==> config.mk <==
export PLATFORM = sky130hd
export DESIGN_NAME = system
export DESIGN_NICKNAME = d
export VERILOG_FILES = /design/src/iq_dir_pkg.sv /design/src/cordic_block.sv /design/src/rotation.sv /design/src/system.sv
export VERILOG_INCLUDE_DIRS = /design/src /design/src/include
export SDC_FILE = /design/constraint.sdc
export NUM_CORES = 1
export LEC_CHECK = 0
export BUFFER_PORTS_ARGS = -buffer_cell sky130_fd_sc_hd__buf_4
export CORE_ASPECT_RATIO = 0.6
export CORE_UTILIZATION = 55
export DETAILED_ROUTE_END_ITERATION = 8
export PLACE_DENSITY_LB_ADDON = 0.12
export SLEW_MARGIN = 20
export SYNTH_ARGS = -nofsm -noshare
export SYNTH_HDL_FRONTEND = slang
export SYNTH_SLANG_ARGS = --single-unit
==> constraint.sdc <==
create_clock -name clock -period 46.7 [get_ports clock]
set_input_delay 9.34 -clock clock [delete_from_list [all_inputs] [get_ports clock]]
set_output_delay 9.34 -clock clock [all_outputs]
set_load 0.01 [all_outputs]
==> src/include/iq_dir_config.svh <==
`ifndef IQ_DIR_CONFIG_SVH
`define IQ_DIR_CONFIG_SVH

// Width of each signed I and Q component
`define IQ_WIDTH 4

// Unsigned phase angle width
// Full scale is one turn, so the angle wraps at 2**ANGLE_WIDTH
`define ANGLE_WIDTH 16

// Unrolled vectoring stages in the CORDIC
// The arctangent table in cordic_block holds one entry per stage
`define CORDIC_STAGES 12

`endif

==> src/iq_dir_pkg.sv <==
`include "iq_dir_config.svh"

package iq_dir_pkg;

	// One complex sample with I in the upper half of the word
	typedef struct packed {
		logic signed [`IQ_WIDTH-1:0] i;
		logic signed [`IQ_WIDTH-1:0] q;
	} iq_sample_t;

	// Phase angle in fractions of a turn
	// 0 is the positive I axis and a quarter of full scale is +90 degrees
	typedef logic [`ANGLE_WIDTH-1:0] angle_t;

	// Top-level sequencer with one sample in flight at a time
	typedef enum logic [2:0] {
		IDLE,
		WAIT_ENABLE_IN,
		NEW_IQ_SAMPLE,
		TEMPO,
		UPDATE_DIRECTION,
		ACTIVATE_ENABLE_OUT
	} seq_state_t;

endpackage

==> src/cordic_block.sv <==
`include "iq_dir_config.svh"

// Vectoring CORDIC that turns an I/Q sample into its phase angle
// The vector is first folded into the right half-plane, then each
// stage rotates it toward the I axis by +/- atan(2**-k) and keeps
// the sum of those rotations in the angle accumulator
module cordic_block (
	input  logic                   clock,
	input  logic                   reset,
	input  iq_dir_pkg::iq_sample_t i_sample,
	output iq_dir_pkg::angle_t     o_angle
);

	localparam int STAGES = `CORDIC_STAGES;

	// One fraction bit per stage below the input LSB
	localparam int FRAC_BITS = `CORDIC_STAGES;

	// Two headroom bits cover the corner magnitude and the CORDIC gain
	localparam int WORK_WIDTH = `IQ_WIDTH + FRAC_BITS + 2;
	localparam int EXT_BITS = WORK_WIDTH - `IQ_WIDTH - FRAC_BITS;

	localparam iq_dir_pkg::angle_t HALF_TURN = {1'b1, {(`ANGLE_WIDTH - 1){1'b0}}};

	// atan(2**-k) in angle units of 65536 counts per turn
	localparam iq_dir_pkg::angle_t ATAN_LUT [STAGES] = '{
		16'd8192,
		16'd4836,
		16'd2555,
		16'd1297,
		16'd651,
		16'd326,
		16'd163,
		16'd81,
		16'd41,
		16'd20,
		16'd10,
		16'd5
	};

	logic signed [WORK_WIDTH-1:0] in_i;
	logic signed [WORK_WIDTH-1:0] in_q;
	logic                         fold;
	logic                         zero_vector;

	// Per-stage vector and accumulated angle
	logic signed [WORK_WIDTH-1:0] x [STAGES];
	logic signed [WORK_WIDTH-1:0] y [STAGES];
	iq_dir_pkg::angle_t           z [STAGES + 1];

	// Sign extend and scale up so the shifted terms keep precision
	assign in_i = {{EXT_BITS{i_sample.i[`IQ_WIDTH-1]}}, i_sample.i, {FRAC_BITS{1'b0}}};
	assign in_q = {{EXT_BITS{i_sample.q[`IQ_WIDTH-1]}}, i_sample.q, {FRAC_BITS{1'b0}}};

	// Quadrant pre-rotation
	// A negative I is mirrored through the origin, which costs half a turn
	assign fold = i_sample.i[`IQ_WIDTH-1];

	assign x[0] = fold ? -in_i : in_i;
	assign y[0] = fold ? -in_q : in_q;
	assign z[0] = fold ? HALF_TURN : '0;

	for (genvar k = 0; k < STAGES; k++) begin : g_stage
		logic rotate_cw;

		// Q at or above the axis so turn clockwise and add the step angle
		assign rotate_cw = !y[k][WORK_WIDTH-1];

		assign z[k+1] = rotate_cw ? z[k] + ATAN_LUT[k] : z[k] - ATAN_LUT[k];

		// The last stage only contributes to the angle
		if (k < STAGES - 1) begin : g_next
			logic signed [WORK_WIDTH-1:0] x_shift;
			logic signed [WORK_WIDTH-1:0] y_shift;

			assign x_shift = x[k] >>> k;
			assign y_shift = y[k] >>> k;

			assign x[k+1] = rotate_cw ? x[k] + y_shift : x[k] - y_shift;
			assign y[k+1] = rotate_cw ? y[k] - x_shift : y[k] + x_shift;
		end
	end

	// The zero vector has no phase so it reports the I axis
	assign zero_vector = (i_sample == '0);

	// Output register with the angle valid one cycle after the sample
	always_ff @(posedge clock) begin
		if (!reset) begin
			o_angle <= '0;
		end else if (zero_vector) begin
			o_angle <= '0;
		end else begin
			// Accumulator wraps modulo one turn so negative angles land in the upper range
			o_angle <= z[STAGES];
		end
	end

endmodule

==> src/rotation.sv <==
`include "iq_dir_config.svh"

// Direction of phase rotation between consecutive samples
module rotation (
	input  logic               clock,
	input  logic               reset,
	input  iq_dir_pkg::angle_t i_angle,
	input  logic               i_update,
	output logic               o_dir
);

	iq_dir_pkg::angle_t      prev_angle;
	logic [`ANGLE_WIDTH-1:0] angle_delta;
	logic                    delta_negative;
	logic                    delta_zero;

	// Angle of the previous sample or the I axis after reset
	always_ff @(posedge clock) begin
		if (!reset) begin
			prev_angle <= '0;
		end else if (i_update) begin
			prev_angle <= i_angle;
		end
	end

	// Difference wraps modulo one turn
	// so a step across angle 0 keeps its true sign
	assign angle_delta = i_angle - prev_angle;

	assign delta_negative = angle_delta[`ANGLE_WIDTH-1];
	assign delta_zero = (angle_delta == '0);

	// Counterclockwise only for a strictly positive step
	assign o_dir = !delta_negative && !delta_zero;

endmodule

==> src/system.sv <==
`include "iq_dir_config.svh"

// Phase rotation direction detector
// One sample goes through CORDIC and rotation per enable strobe
module system (
	input  logic                 clock,
	input  logic                 reset,
	input  logic                 i_enable_in,
	input  logic [`IQ_WIDTH-1:0] i_I,
	input  logic [`IQ_WIDTH-1:0] i_Q,
	output logic                 o_enable_out,
	output logic                 o_dir
);

	iq_dir_pkg::seq_state_t present_state;
	iq_dir_pkg::seq_state_t next_state;

	iq_dir_pkg::iq_sample_t sample;
	iq_dir_pkg::angle_t     cordic_angle;
	logic                   rotation_dir;
	logic                   update_dir;

	cordic_block cordic_inst (
		.clock    (clock),
		.reset    (reset),
		.i_sample (sample),
		.o_angle  (cordic_angle)
	);

	rotation rotation_inst (
		.clock    (clock),
		.reset    (reset),
		.i_angle  (cordic_angle),
		.i_update (update_dir),
		.o_dir    (rotation_dir)
	);

	// Previous angle moves on the same edge that latches o_dir
	assign update_dir = (present_state == iq_dir_pkg::UPDATE_DIRECTION);

	always_ff @(posedge clock) begin
		if (!reset) begin
			present_state <= iq_dir_pkg::IDLE;
		end else begin
			present_state <= next_state;
		end
	end

	// Sample register
	// Inputs are taken at the edge that ends NEW_IQ_SAMPLE
	always_ff @(posedge clock) begin
		if (!reset) begin
			sample <= '0;
		end else if (present_state == iq_dir_pkg::NEW_IQ_SAMPLE) begin
			sample.i <= i_I;
			sample.q <= i_Q;
		end
	end

	// Direction output holds its level between samples
	always_ff @(posedge clock) begin
		if (!reset) begin
			o_dir <= 1'b0;
		end else if (update_dir) begin
			o_dir <= rotation_dir;
		end
	end

	// TEMPO covers the CORDIC output register
	always_comb begin
		case (present_state)
			iq_dir_pkg::IDLE: begin
				next_state = iq_dir_pkg::WAIT_ENABLE_IN;
			end

			iq_dir_pkg::WAIT_ENABLE_IN: begin
				if (i_enable_in) begin
					next_state = iq_dir_pkg::NEW_IQ_SAMPLE;
				end else begin
					next_state = iq_dir_pkg::WAIT_ENABLE_IN;
				end
			end

			iq_dir_pkg::NEW_IQ_SAMPLE: begin
				next_state = iq_dir_pkg::TEMPO;
			end

			iq_dir_pkg::TEMPO: begin
				next_state = iq_dir_pkg::UPDATE_DIRECTION;
			end

			iq_dir_pkg::UPDATE_DIRECTION: begin
				next_state = iq_dir_pkg::ACTIVATE_ENABLE_OUT;
			end

			iq_dir_pkg::ACTIVATE_ENABLE_OUT: begin
				next_state = iq_dir_pkg::WAIT_ENABLE_IN;
			end

			// Unused encodings
			default: begin
				next_state = iq_dir_pkg::IDLE;
			end
		endcase
	end

	// One-cycle pulse once o_dir is valid
	assign o_enable_out = (present_state == iq_dir_pkg::ACTIVATE_ENABLE_OUT);

endmodule

---- Yosys cells after proc, flatten, opt, wreduce, memory -nomap -nowiden ----
Index checks and enable logic that the tools add are counted.
storage, ports and cells
  register bits after elaboration ......... 44
  output and inout port bits .............. 2
cells by class
  add/sub/neg operators ................... 68
  reduce and logical (&&, ||, !) cells .... 8
  muxes and demuxes ....................... 38
  equal/unequal tests ..................... 5
  bitwise logic cells ..................... 1
operator list
  cell                          number
  two-way mux 18 bit            23
  two-way mux 16 bit            13
  adder 18 x 10 -> 18 bit       2
  adder 18 x 11 -> 18 bit       2
  adder 18 x 12 -> 18 bit       2
  adder 18 x 13 -> 18 bit       2
  adder 18 x 14 -> 18 bit       2
  adder 18 x 15 -> 18 bit       2
  adder 18 x 16 -> 18 bit       2
  adder 18 x 17 -> 18 bit       2
  adder 18 x 9 -> 18 bit        2
  negator 16 -> 18 bit          2
  subtractor 18 x 10 -> 18 bit  2
  subtractor 18 x 11 -> 18 bit  2
  subtractor 18 x 12 -> 18 bit  2
  subtractor 18 x 13 -> 18 bit  2
  subtractor 18 x 14 -> 18 bit  2
  subtractor 18 x 15 -> 18 bit  2
  subtractor 18 x 16 -> 18 bit  2
  subtractor 18 x 17 -> 18 bit  2
  subtractor 18 bit             2
  subtractor 18 x 9 -> 18 bit   2
  adder 18 bit                  1
  adder 18 x 8 -> 18 bit        1
  38 further kinds              42

---- Longest topological paths before layout ----
Gate-level depths: netlist (run 1).
  word-level depth ........................ 25
  mapped depth ............................ 209
  gate-level depth less buffers ........... 194

---- Modules after synthesis ----
From an unflattened synthesis (run 1), not the netlist that was laid out.
unflattened totals
  cells, all modules ...................... 3,146
  area, all modules ....................... 22,839.4 sq um
modules (own cells, without submodules)
  module        cells each  times used  sequential area each (sq um)  area each (sq um)
  cordic_block  2,913       1           320.3                         20,905.0
  rotation      178         1           320.3                         1,458.9
  system        55          1           240.2                         475.5

---- Least setup slack after synthesis (run 1) ----
OpenSTA, ideal clock, no wires.
  kind .................................... register to register
  from .................................... register sample[7] (netlist name)
  to ...................................... register cordic_inst.o_angle[14]
  setup slack ............................. 11.203 ns
  data required time ...................... 46.572 ns
  arrival ................................. 35.369 ns
  library setup time ...................... 0.128 ns
  stages on the path, launching flop included .. 203
  clock period less this slack ............ 35.497 ns
  cell sequence ........................... dfxtp_1 clkbuf_1 or4b_2 inv_1 ha_1 buf_2 nor3_1 o21ai_0 o21ai_0 o31ai_2 clkbuf_1 a31oi_1 xor2_1 ha_1 a21oi_1 o21bai_1 a21oi_1 xnor2_2 (+167 left out) a31oi_1 inv_1 nor4_1 a211oi_1 nand2_1 buf_2 inv_2 ha_1 a21oi_1 nand4b_1 o21ai_0 a21o_1 o2111ai_1 a31oi_1 o31a_1 or3_1 a21oi_1 nor3b_2
between the ends
  longest elaborated chain between the ends .. 25
  elaborated cells between the ends (all ways) .. 101
  classes of those cells .................. add/sub (64); mux (35); reduce/logical (2)
ends and longest elaborated chain
  element                                                     RTL line                                text
  from (decl)                                                 system.sv:18                            iq_dir_pkg::iq_sample_t sample;
  negator 16 -> 18 bit                                        cordic_block.sv:59                      assign x[0] = fold ? -in_i : in_i;
  two-way mux 18 bit                                          cordic_block.sv:59
  adder 18 bit, or another cell as far along                  cordic_block.sv:79, cordic_block.sv:80
  two-way mux 18 bit (on tied branches)                       cordic_block.sv:79, cordic_block.sv:80
  subtractor 18 x 17 -> 18 bit, or another cell as far along  cordic_block.sv:80                      assign y[k+1] = rotate_cw ? y[k] - x_shift : y[k] + x_shift;
  two-way mux 18 bit, or another cell as far along            cordic_block.sv:80
  adder 18 x 16 -> 18 bit, or another cell as far along       cordic_block.sv:79                      assign x[k+1] = rotate_cw ? x[k] + y_shift : x[k] - y_shift;
  two-way mux 18 bit, or another cell as far along            cordic_block.sv:79
  (+9 left out)                                               --
  two-way mux 18 bit, or another cell as far along            cordic_block.sv:80
  subtractor 18 x 10 -> 18 bit, or another cell as far along  cordic_block.sv:80
  two-way mux 18 bit, or another cell as far along            cordic_block.sv:80
  subtractor 18 x 9 -> 18 bit, or another cell as far along   cordic_block.sv:80
  two-way mux 18 bit, or another cell as far along            cordic_block.sv:80
  subtractor 18 x 8 -> 18 bit, or another cell as far along   cordic_block.sv:80
  two-way mux 18 bit, or another cell as far along            cordic_block.sv:80
  two-way mux 16 bit                                          cordic_block.sv:69                      assign z[k+1] = rotate_cw ? z[k] + ATAN_LUT[k] : z[k] - ATAN_LUT[k];
  to (signal assigned)                                        cordic_block.sv:95                      o_angle <= z[STAGES];
  to (decl)                                                   cordic_block.sv:11                      output iq_dir_pkg::angle_t o_angle
Several ways; a longest one is shown, not always the timed one.
A chain may end at the register's enable or synchronous reset.

---- Worst setup path after layout (run 1) ----
  from .................................... register sample[4] (netlist name)
  to ...................................... register cordic_inst.o_angle[14]
Same word-level chain as after synthesis.

==> results.toml, run 1 <==
[die]
row_count = 56
initial_core_util_pct = 55.94
coreArea_sq_mm = 0.03910
chipWidth_microns = 259.4
die_area_sq_mm = 0.04059
io_pins = 13
die_y_microns = 156.5

[place]
dp.cells = 3484
dp_hpwl_mm = 51.07
port_buffers = 12
gp_congestion = 0.9256
place_area_sq_mm = 0.02249

[timing]
hold_viol_final = 0
timing.fmax_ghz = 0.02446
period_share_pct = 87.53
slew_headroom_pct = 21.46
setup_tns_ns = 0
layout_min_cycle_time_ns = 40.88
grt_setup_unrepaired = "no"
finClkSkew_ns = 0.002236
setup_viol = 0
worst_slew_pin_slew_ns = 1.148
finalMaxSlewViolations = 0

[min_path]
hold_start = "rotation_inst.prev_angle[8]$_SDFFE_PN0P_"
hold_depth = 2
min_to = "rotation_inst.prev_angle[8]$_SDFFE_PN0P_"
holdCritPathClass = "register to register"

[finish]
layout.cells.non_filler = 3492
diodes = 0
utilization_pct = 58.10
fillers = 3688
postLayoutCellArea_sq_mm = 0.02272
final_nets = 3414
layout-drive-gt1-share_pct = 3.535
area_growth_pct = 3.861

[detailed_routing]
ant_nets = 0
post_drt_wl_per_cell_microns = 17.23
viasPerCell = 5.957
drcViolationCount = 0
wl_mm = 60.17
vias = 20800
drt_iter0_markers = 1985
drtPass1Iterations = 6

[yosys]
yosys_register_bits = 44
ys_seq_area_share_pct = 4.027
synth_edf_count = 0
synth_cells = 2997
synth_top_cell_area_share_pct = 23.74
synthArstFlopShare_pct = 0
syn_area_sq_mm = 0.02187
synth.area.top_cells = "ha_1, xnor2_1, a21oi_1"
synth_area_per_cell_sq_um = 7.298
yosys.area.top_type = "ha_1"
ys.flop_type = "dfxtp_1"
ys_warn_count = 0
synth.distinct_cells = 103

[global_routing]
track_usage_pct = 28.83
grt_max_degree = 38
grt_overflow = 0
grt_pass1_wl_mm = 96.97
antenna_found_initial = 1
grt_pass1_vias = 18990

[setup_path]
worstReg2RegEnd = "cordic_inst.o_angle[14]$_SDFF_PP0_"
cp.required_ns = 46.87
critPathMaxFanout = 37
worstSetupEndpointType = "register"
rrSetupSlack_ns = 5.82
worst_r2r_startpoint = "sample[4]$_SDFFE_PN0P_"
cp-start-kind = "register"
cpMaxStageDelayCell = "xnor2_2"
critPathKind = "register to register"
path_common_cell = "a21oi_1"
critPathMaxStageDelay_ns = 0.75
ff2ff_path_depth = 192
arrival_ns = 41.05

[cts]
cts_num_sinks = 44
worstSkewPairLatency_ns = 0.28
cts_tree = "built"
clk_path_buf_depth = 2
h-tree-depth = 2
cts_resized = 0
numCtsBuffers = 5
cts_setup_buffers = 0
cts_root_buf = "clkbuf_16"
ctsHoldBuffers = 0
clk_pin_slew_ns = 0.06

[outcome]
outcome = "finished, final reports clean"

[flow_run]
max_cap_viol_count = 0
-- worst max-delay path, delay by kind of cell, from the launching register on --
kind | cells | cell delay [ns]
flip-flops | 1 | 0.41
XOR/XNOR | 14 | 3.05
multiplexers | 1 | 0.14
adder cells (fa/ha/maj) | 15 | 5.02
AND/OR/NAND/NOR | 31 | 5.74
buffers and inverters | 19 | 5.43
AO/OA/AOI/OAI | 112 | 20.83
-- routing by layer --
layer / track usage [%] / share of wire, %
met1: 46.04 / 53
met2: 40.50 / 38
met3: 4.487 / 8.2
met4: 2.661 / 0.48
met5: 0 / 0.022
-- metrics by stage --
stage / hold slack, ns / worst slack [ns]
floorplan: 0.4410 / 11.20
global placement: 0.4473 / 8.062
detailed placement: 0.4554 / 6.643
CTS: 0.4641 / 6.463
global route: 0.4818 / 1.822
finish: 0.4599 / 5.822
-- layout by cell type, fill, tap and decap left out, types with 6 or more instances in the layout --
master and count:
buf_4 26, nand2b_1 46, a21boi_0 24, or2_2 10, o31ai_1 11, a31oi_1 17
or3_1 16, a21oi_1 298, mux2_2 9, nor2b_1 47, nand2_1 191, nor2_1 259
fa_1 19, mux2i_1 19, a211oi_1 17, xor2_1 141, nand4_1 17, inv_2 7
and2_1 20, a221o_1 6, o211ai_1 7, dfxtp_1 44, a21o_1 107, nor3b_1 11
o21ai_0 129, nor4b_1 6, o21ai_1 8, o21a_1 28, nor3_1 74, ha_1 415
or4_1 6, xnor2_1 325, nor4_1 32, and3_1 10, inv_1 264, nand3_1 42
a211o_1 6, o21bai_1 128
-- cells in the mapped netlist (42+ instances only) --
cell type and n:
ha_1 415, xnor2_1 326, a21oi_1 298, inv_1 264, nor2_1 259, nand2_1 191
xor2_1 142, o21ai_0 130, o21bai_1 128, a21o_1 107, nor3_1 74, clkbuf_1 49
nor2b_1 47, nand2b_1 46, dfxtp_1 44, nand3_1 42
-- state kept, by name, indices dropped and copies added (netlist names) --
signal	cells
o_dir	1
rotation_inst.prev_angle	16
cordic_inst.o_angle	16
sample	8
present_state	3
-- layout make-up --
| cell class | count | area, sq um | area share [%] |
|---|---|---|---|
| Clock buffer | 5 | 125.1 | 0.5508 |
| Multi-Input combinational cell | 2618 | 19740 | 86.90 |
| Inverter | 274 | 1031 | 4.539 |
| Tap cell | 522 | 653.1 | 2.875 |
| Sequential cell | 44 | 880.8 | 3.878 |
| Clock inverter | 3 | 90.09 | 0.3966 |
| Timing Repair Buffer | 26 | 195.2 | 0.8593 |
-- logic make-up (layout without fill, tap and decap cells) --
group | after synthesis | count (layout) | share of synthesized area, %
mux | 31 | 31 | 1.539
xor+xnor | 479 | 479 | 19.67
flops | 44 | 44 | 4.027
other cells | 2 | 3 | 0.03434
buf+inv | 336 | 308 | 5.881
simple gates | 820 | 820 | 18.33
compound gates | 851 | 851 | 25.03
fa+ha+maj | 434 | 434 | 25.48
-- worst max-delay path by stage --
stage | end | start | slack (ns) | depth (start not counted)
floorplan | cordic_inst.o_angle[14]$_SDFF_PP0_ | sample[7]$_SDFFE_PN0P_ | 11.20 | 202
global placement | cordic_inst.o_angle[14]$_SDFF_PP0_ | sample[0]$_SDFFE_PN0P_ | 8.06 | 194
detailed placement | cordic_inst.o_angle[14]$_SDFF_PP0_ | sample[4]$_SDFFE_PN0P_ | 6.64 | 192
CTS | cordic_inst.o_angle[14]$_SDFF_PP0_ | sample[4]$_SDFFE_PN0P_ | 6.46 | 192
global route | cordic_inst.o_angle[14]$_SDFF_PP0_ | sample[0]$_SDFFE_PN0P_ | 1.82 | 193
finish | cordic_inst.o_angle[14]$_SDFF_PP0_ | sample[4]$_SDFFE_PN0P_ | 5.82 | 192
Power of run 1 is left out: the tool's default activity adds up to more than one toggle a clock period on the data nets, which glitch-free logic cannot reach.
==> inputs of run 2 (changes only) <==
- CORE_UTILIZATION: 55 -> 48
- CTS_CLUSTER_SIZE: unset -> 28
==> run 2 against run 1 <==
Effect of this change:
- hold slack better by 0.0027 ns
- sequential share of layout area hardly changed
- routed wire length is 2.8% higher
- clock skew is 0.0020 ns higher
- highest routed layer is now met4
- non-clock buffer count is 2 higher
- final cell count is 2.0% higher
- core utilization is 7.4 points lower
- via count is 0.14% lower
- critical endpoint is now cordic_inst.o_angle[15]$_SDFF_PP0_
- critical path depth is 2 higher
==> results.toml, run 2 (same netlist as run 1, synthesis figures left out) <==
[setup_path]
worstSetupEndpointType = "register"
critPathMaxFanout = 37
arrival_ns = 41.12
cpMaxStageDelayCell = "xnor2_2"
cp.required_ns = 46.86
cp-start-kind = "register"
critPathKind = "register to register"
path_common_cell = "a21oi_1"
critPathMaxStageDelay_ns = 0.78

[die]
io_pins = 13
die_area_sq_mm = 0.04645
die_y_microns = 167.3
row_count = 60
chipWidth_microns = 277.6
coreArea_sq_mm = 0.04489
initial_core_util_pct = 48.72

[timing]
finalMaxSlewViolations = 0
setup_viol = 0
hold_viol_final = 0
grt_setup_unrepaired = "no"
worst_slew_pin_slew_ns = 1.008
hold_slack_ns = 0.4626
layout_min_cycle_time_ns = 40.96
finClkSkew_ns = 0.004216
period_share_pct = 87.71
setup_tns_ns = 0
slew_headroom_pct = 32.33
timing.fmax_ghz = 0.02441

[detailed_routing]
drt_iter0_markers = 1807
post_drt_wl_per_cell_microns = 17.37
viasPerCell = 5.834
wl_mm = 61.87
ant_nets = 0
drtPass1Iterations = 6
vias = 20770
drcViolationCount = 0

[place]
port_buffers = 12
place_area_sq_mm = 0.02259
dp.cells = 3553
gp_congestion = 0.9606
dp_hpwl_mm = 52.76

[cts]
clk_path_buf_depth = 2
cts_resized = 0
cts_root_buf = "clkbuf_16"
cts_setup_buffers = 0
clk_pin_slew_ns = 0.06
worstSkewPairLatency_ns = 0.28
numCtsBuffers = 5
ctsHoldBuffers = 0
cts_tree = "built"
cts_num_sinks = 44
h-tree-depth = 2

[finish]
seq_area_sq_um = 880.8
layout_common_cells = "ha_1, xnor2_1, a21oi_1"
layout_commonest_cell = "ha_1"
fillers = 4441
multi_input_area_sq_mm = 0.01973
postLayoutCellArea_sq_mm = 0.02276
area_growth_pct = 4.045
layout-drive-gt1-share_pct = 3.533
top_regs = "cordic_inst.o_angle x16, rotation_inst.prev_angle x16, sample x8"
diodes = 0
final_nets = 3416
layout.cells.non_filler = 3561

[global_routing]
grt_overflow = 0
track_usage_pct = 25.90
grt_pass1_wl_mm = 99.84
grt_max_degree = 38
grt_pass1_vias = 19070
antenna_found_initial = 0

[min_path]
holdCritPathClass = "register to register"

[flow_run]
max_cap_viol_count = 0

[outcome]
outcome = "finished, final reports clean"
-- run 2: cell count changes in the layout (fill, tap and decap cells not counted), sizes merged --
cell | previous run | this run
clkbuf | 5 | 6
buf | 26 | 28
bufinv | 3 | 1
clkinv | 2 | 3
-- run 2: per-layer routing --
metal  global-route usage (%)  routed length [microns]
met5                        0                        0
met2                    35.43                    22950
met3                    2.637                     4365
met1                    43.47                    34420
met4                    1.321                      126
-- run 2: final timing paths --
path,from,end,slack [ns],cells past startpoint
setup / recovery,sample[4]$_SDFFE_PN0P_,cordic_inst.o_angle[15]$_SDFF_PP0_,5.74,194
hold / removal,rotation_inst.prev_angle[6]$_SDFFE_PN0P_,rotation_inst.prev_angle[6]$_SDFFE_PN0P_,0.46,2
setup reg to reg,sample[4]$_SDFFE_PN0P_,cordic_inst.o_angle[15]$_SDFF_PP0_,5.74,194
hold reg to reg,rotation_inst.prev_angle[6]$_SDFFE_PN0P_,rotation_inst.prev_angle[6]$_SDFFE_PN0P_,0.46,2
-- run 2: layout make-up --
cell class	count	share of cell area, %
clock buffer	6	0.5663
clock inverter	2	0.1540
inverter	274	4.531
multi-input combinational	2618	86.72
sequential	44	3.871
tap	589	3.239
timing repair buffer	28	0.9237
-- run 2: stage by stage --
stage / util [%] / setup slack (ns)
finish: 50.69 / 5.738
global route: 50.69 / 1.951
CTS: 50.67 / 6.357
detailed placement: 50.31 / 6.512
global placement: 50.31 / 7.957
floorplan: - / 11.20
-- run 2: critical path, delay by kind of cell, from the launching register on --
kind,cells,cell delay (ns)
compound gates,114,20.74
xor+xnor,22,4.94
fa+ha+maj,14,4.95
buf+inv,17,5.20
flops,1,0.43
mux,1,0.29
simple gates,26,4.22
Power of run 2 is left out for the same reason.
==> inputs of run 3 (changes only) <==
- SYNTH_HIERARCHICAL: unset -> 1
==> run 3 against run 2 <==
Effect of this change:
- core utilization rose by 0.21 points
- final cell count grew 5.2%
- clock skew increased by 0.0013 ns
- setup slack got worse by 1.6 ns
- global-route usage increased by 0.85 points
- sequential share of layout area decreased by 0.16 points
- first-iteration DRC count down 0.22%
- register-to-register slack got worse by 1.6 ns
- clock-buffer cell count grew 1
- critical path depth down 8
- routed wire length rose by 8.0%
- cell area grew 4.3%
- critical path type unchanged
==> results.toml, run 3 <==
[setup_path]
cp-start-kind = "register"
cpMaxStageDelayCell = "o32ai_4"
arrival_ns = 42.79
worstSetupEndpointType = "register"
path_common_cell = "a21oi_1"
crit_start = "sample[0]$_SDFFE_PN0P_"
critPathMaxStageDelay_ns = 0.65
cp.required_ns = 46.92
worst_r2r_startpoint = "sample[0]$_SDFFE_PN0P_"
critPathKind = "register to register"
critPathMaxFanout = 41

[die]
coreArea_sq_mm = 0.04663
initial_core_util_pct = 48.98
die_area_sq_mm = 0.04849
row_count = 61
die_y_microns = 171.0
chipWidth_microns = 283.6
io_pins = 13

[cts]
clk_pin_slew_ns = 0.07
worstSkewPairLatency_ns = 0.29
cts_setup_buffers = 0
cts_num_sinks = 44
numCtsBuffers = 5
clk_path_buf_depth = 2
cts_tree = "built"
h-tree-depth = 2
cts_root_buf = "clkbuf_16"

[yosys]
synth_edf_count = 0
synth_area_per_cell_sq_um = 7.260
synthArstFlopShare_pct = 0
synth.area.top_cells = "ha_1, xnor2_1, a21oi_1"
synth_top_cell_area_share_pct = 22.79
synth_commonest_cells = "ha_1, a21oi_1, xnor2_1"
synth_cells = 3146
syn_area_sq_mm = 0.02284
ys_warn_count = 6
ys.flop_type = "dfxtp_1"
yosys.area.top_type = "ha_1"
yosys_register_bits = 44
synth.most_common_cell = "ha_1"
synth.distinct_cells = 111
ys_seq_area_share_pct = 3.857

[timing]
layout_min_cycle_time_ns = 42.57
grt_setup_unrepaired = "no"
finClkSkew_ns = 0.005534
period_share_pct = 91.15
setup_viol = 0
finalMaxSlewViolations = 0
timing.fmax_ghz = 0.02349
setup_tns_ns = 0
slew_headroom_pct = 31.17
worst_slew_pin_slew_ns = 1.025
hold_viol_final = 0

[place]
port_buffers = 12
dp_hpwl_mm = 56.99
gp_congestion = 0.9235

[finish]
top_regs = "cordic_inst/o_angle x16, rotation_inst/prev_angle x16, sample x8"
final_nets = 3561
layout_common_cells = "ha_1, a21oi_1, xnor2_1"
layout-drive-gt1-share_pct = 3.819
diodes = 0
area_growth_pct = 3.934
layout_commonest_cell = "ha_1"

[detailed_routing]
viasPerCell = 5.859
vias = 21950
drtPass1Iterations = 6
drcViolationCount = 0
wl_mm = 66.81
ant_nets = 0
post_drt_wl_per_cell_microns = 17.83
drt_iter0_markers = 1803

[global_routing]
grt_pass1_vias = 19850
grt_max_degree = 42
antenna_found_initial = 2
grt_pass1_wl_mm = 105.7
track_usage_pct = 26.75
grt_overflow = 0

[min_path]
holdCritPathClass = "register to register"
hold_start = "o_dir$_SDFFE_PN0N_"

[flow_run]
max_cap_viol_count = 0

[outcome]
outcome = "finished, final reports clean"
==> run 3: cell types whose count changed after synthesis, moves of 13 or more <==
cell      delta
o21ai_0     +47
nor2_1      -30
nand2b_1    +14
o21a_1      +13
inv_1       +19
xnor2_1     -14
a21oi_1     +14
mux2i_1     +16
==> run 3: worst paths after layout <==
path,endpoint,slack (ns),cells after the start
hold reg to reg,o_dir$_SDFFE_PN0N_,0.47,2
hold / removal,o_dir$_SDFFE_PN0N_,0.47,2
setup / recovery,cordic_inst/o_angle[15]$_SDFF_PP0_,4.13,186
setup reg to reg,cordic_inst/o_angle[15]$_SDFF_PP0_,4.13,186
==> run 3: per-stage QoR <==
| stage | cell area, sq um | cells | worst slack [ns] | utilization (%) | hold WS, ns |
|---|---|---|---|---|---|
| floorplan | 22840 | 3147 | 10.97 | - | 0.4495 |
| global placement | 23560 | 3738 | 5.672 | 50.52 | 0.4464 |
| detailed placement | 23570 | 3738 | 4.127 | 50.55 | 0.4606 |
| CTS | 23720 | 3746 | 3.927 | 50.87 | 0.4717 |
| global route | 23740 | 3746 | 0.1088 | 50.90 | 0.4958 |
| finish | 23740 | 3746 | 4.132 | 50.90 | 0.4690 |
==> run 3: what timing repair did <==
action | CTS | global route
resized for setup | 0 | 3
hold buffers | 0 | 0
endpoints found under the setup margin | 0 | 11
endpoints found under the hold margin | 0 | 0
==> run 3: worst max-delay path, delay by kind of cell (launching register included) <==
family	cells	cell delay [ns]
muxes	2	0.62
adders and majority gates	15	4.68
AOI/OAI and AO/OA	116	22.62
buffers and inverters	14	5.01
xor gates and xnor gates	12	2.59
and+or+nand+nor	27	6.29
DFF	1	0.51
==> run 3: per-layer routing <==
layer / global-route usage [%] / routed length [microns] / vias up
met5: 1.300 / 99 / -
met4: 2.209 / 435 / 4
met3: 5.240 / 5717 / 41
met2: 35.91 / 24260 / 688
met1: 43.25 / 36290 / 10110
li1: - / - / 11100
==> run 3: layout make-up <==
type | count | area (sq um)
Timing Repair Buffer | 25 | 187.7
Sequential cell | 44 | 880.8
Clock buffer | 7 | 142.6
Clock inverter | 1 | 7.507
Inverter | 294 | 1111
Fill cell | 4543 | 22900
Multi-Input combinational cell | 2745 | 20620
Tap cell | 630 | 788.3
==> run 3: logic make-up (layout without fill, tap and decap cells) <==
group                    Yosys count  in the layout  share of synthesized area [%]
other                              2              3                        0.03288
multiplexers                      40             40                          1.830
buffers and inverters            358            327                          6.021
flip-flops                        44             44                          3.857
AND/OR/NAND/NOR                  878            878                          19.49
XOR/XNOR                         455            455                          17.76
AO/OA/AOI/OAI                    934            934                          26.55
adder cells (fa/ha/maj)          435            435                          24.45
Power of run 3 is left out for the same reason.
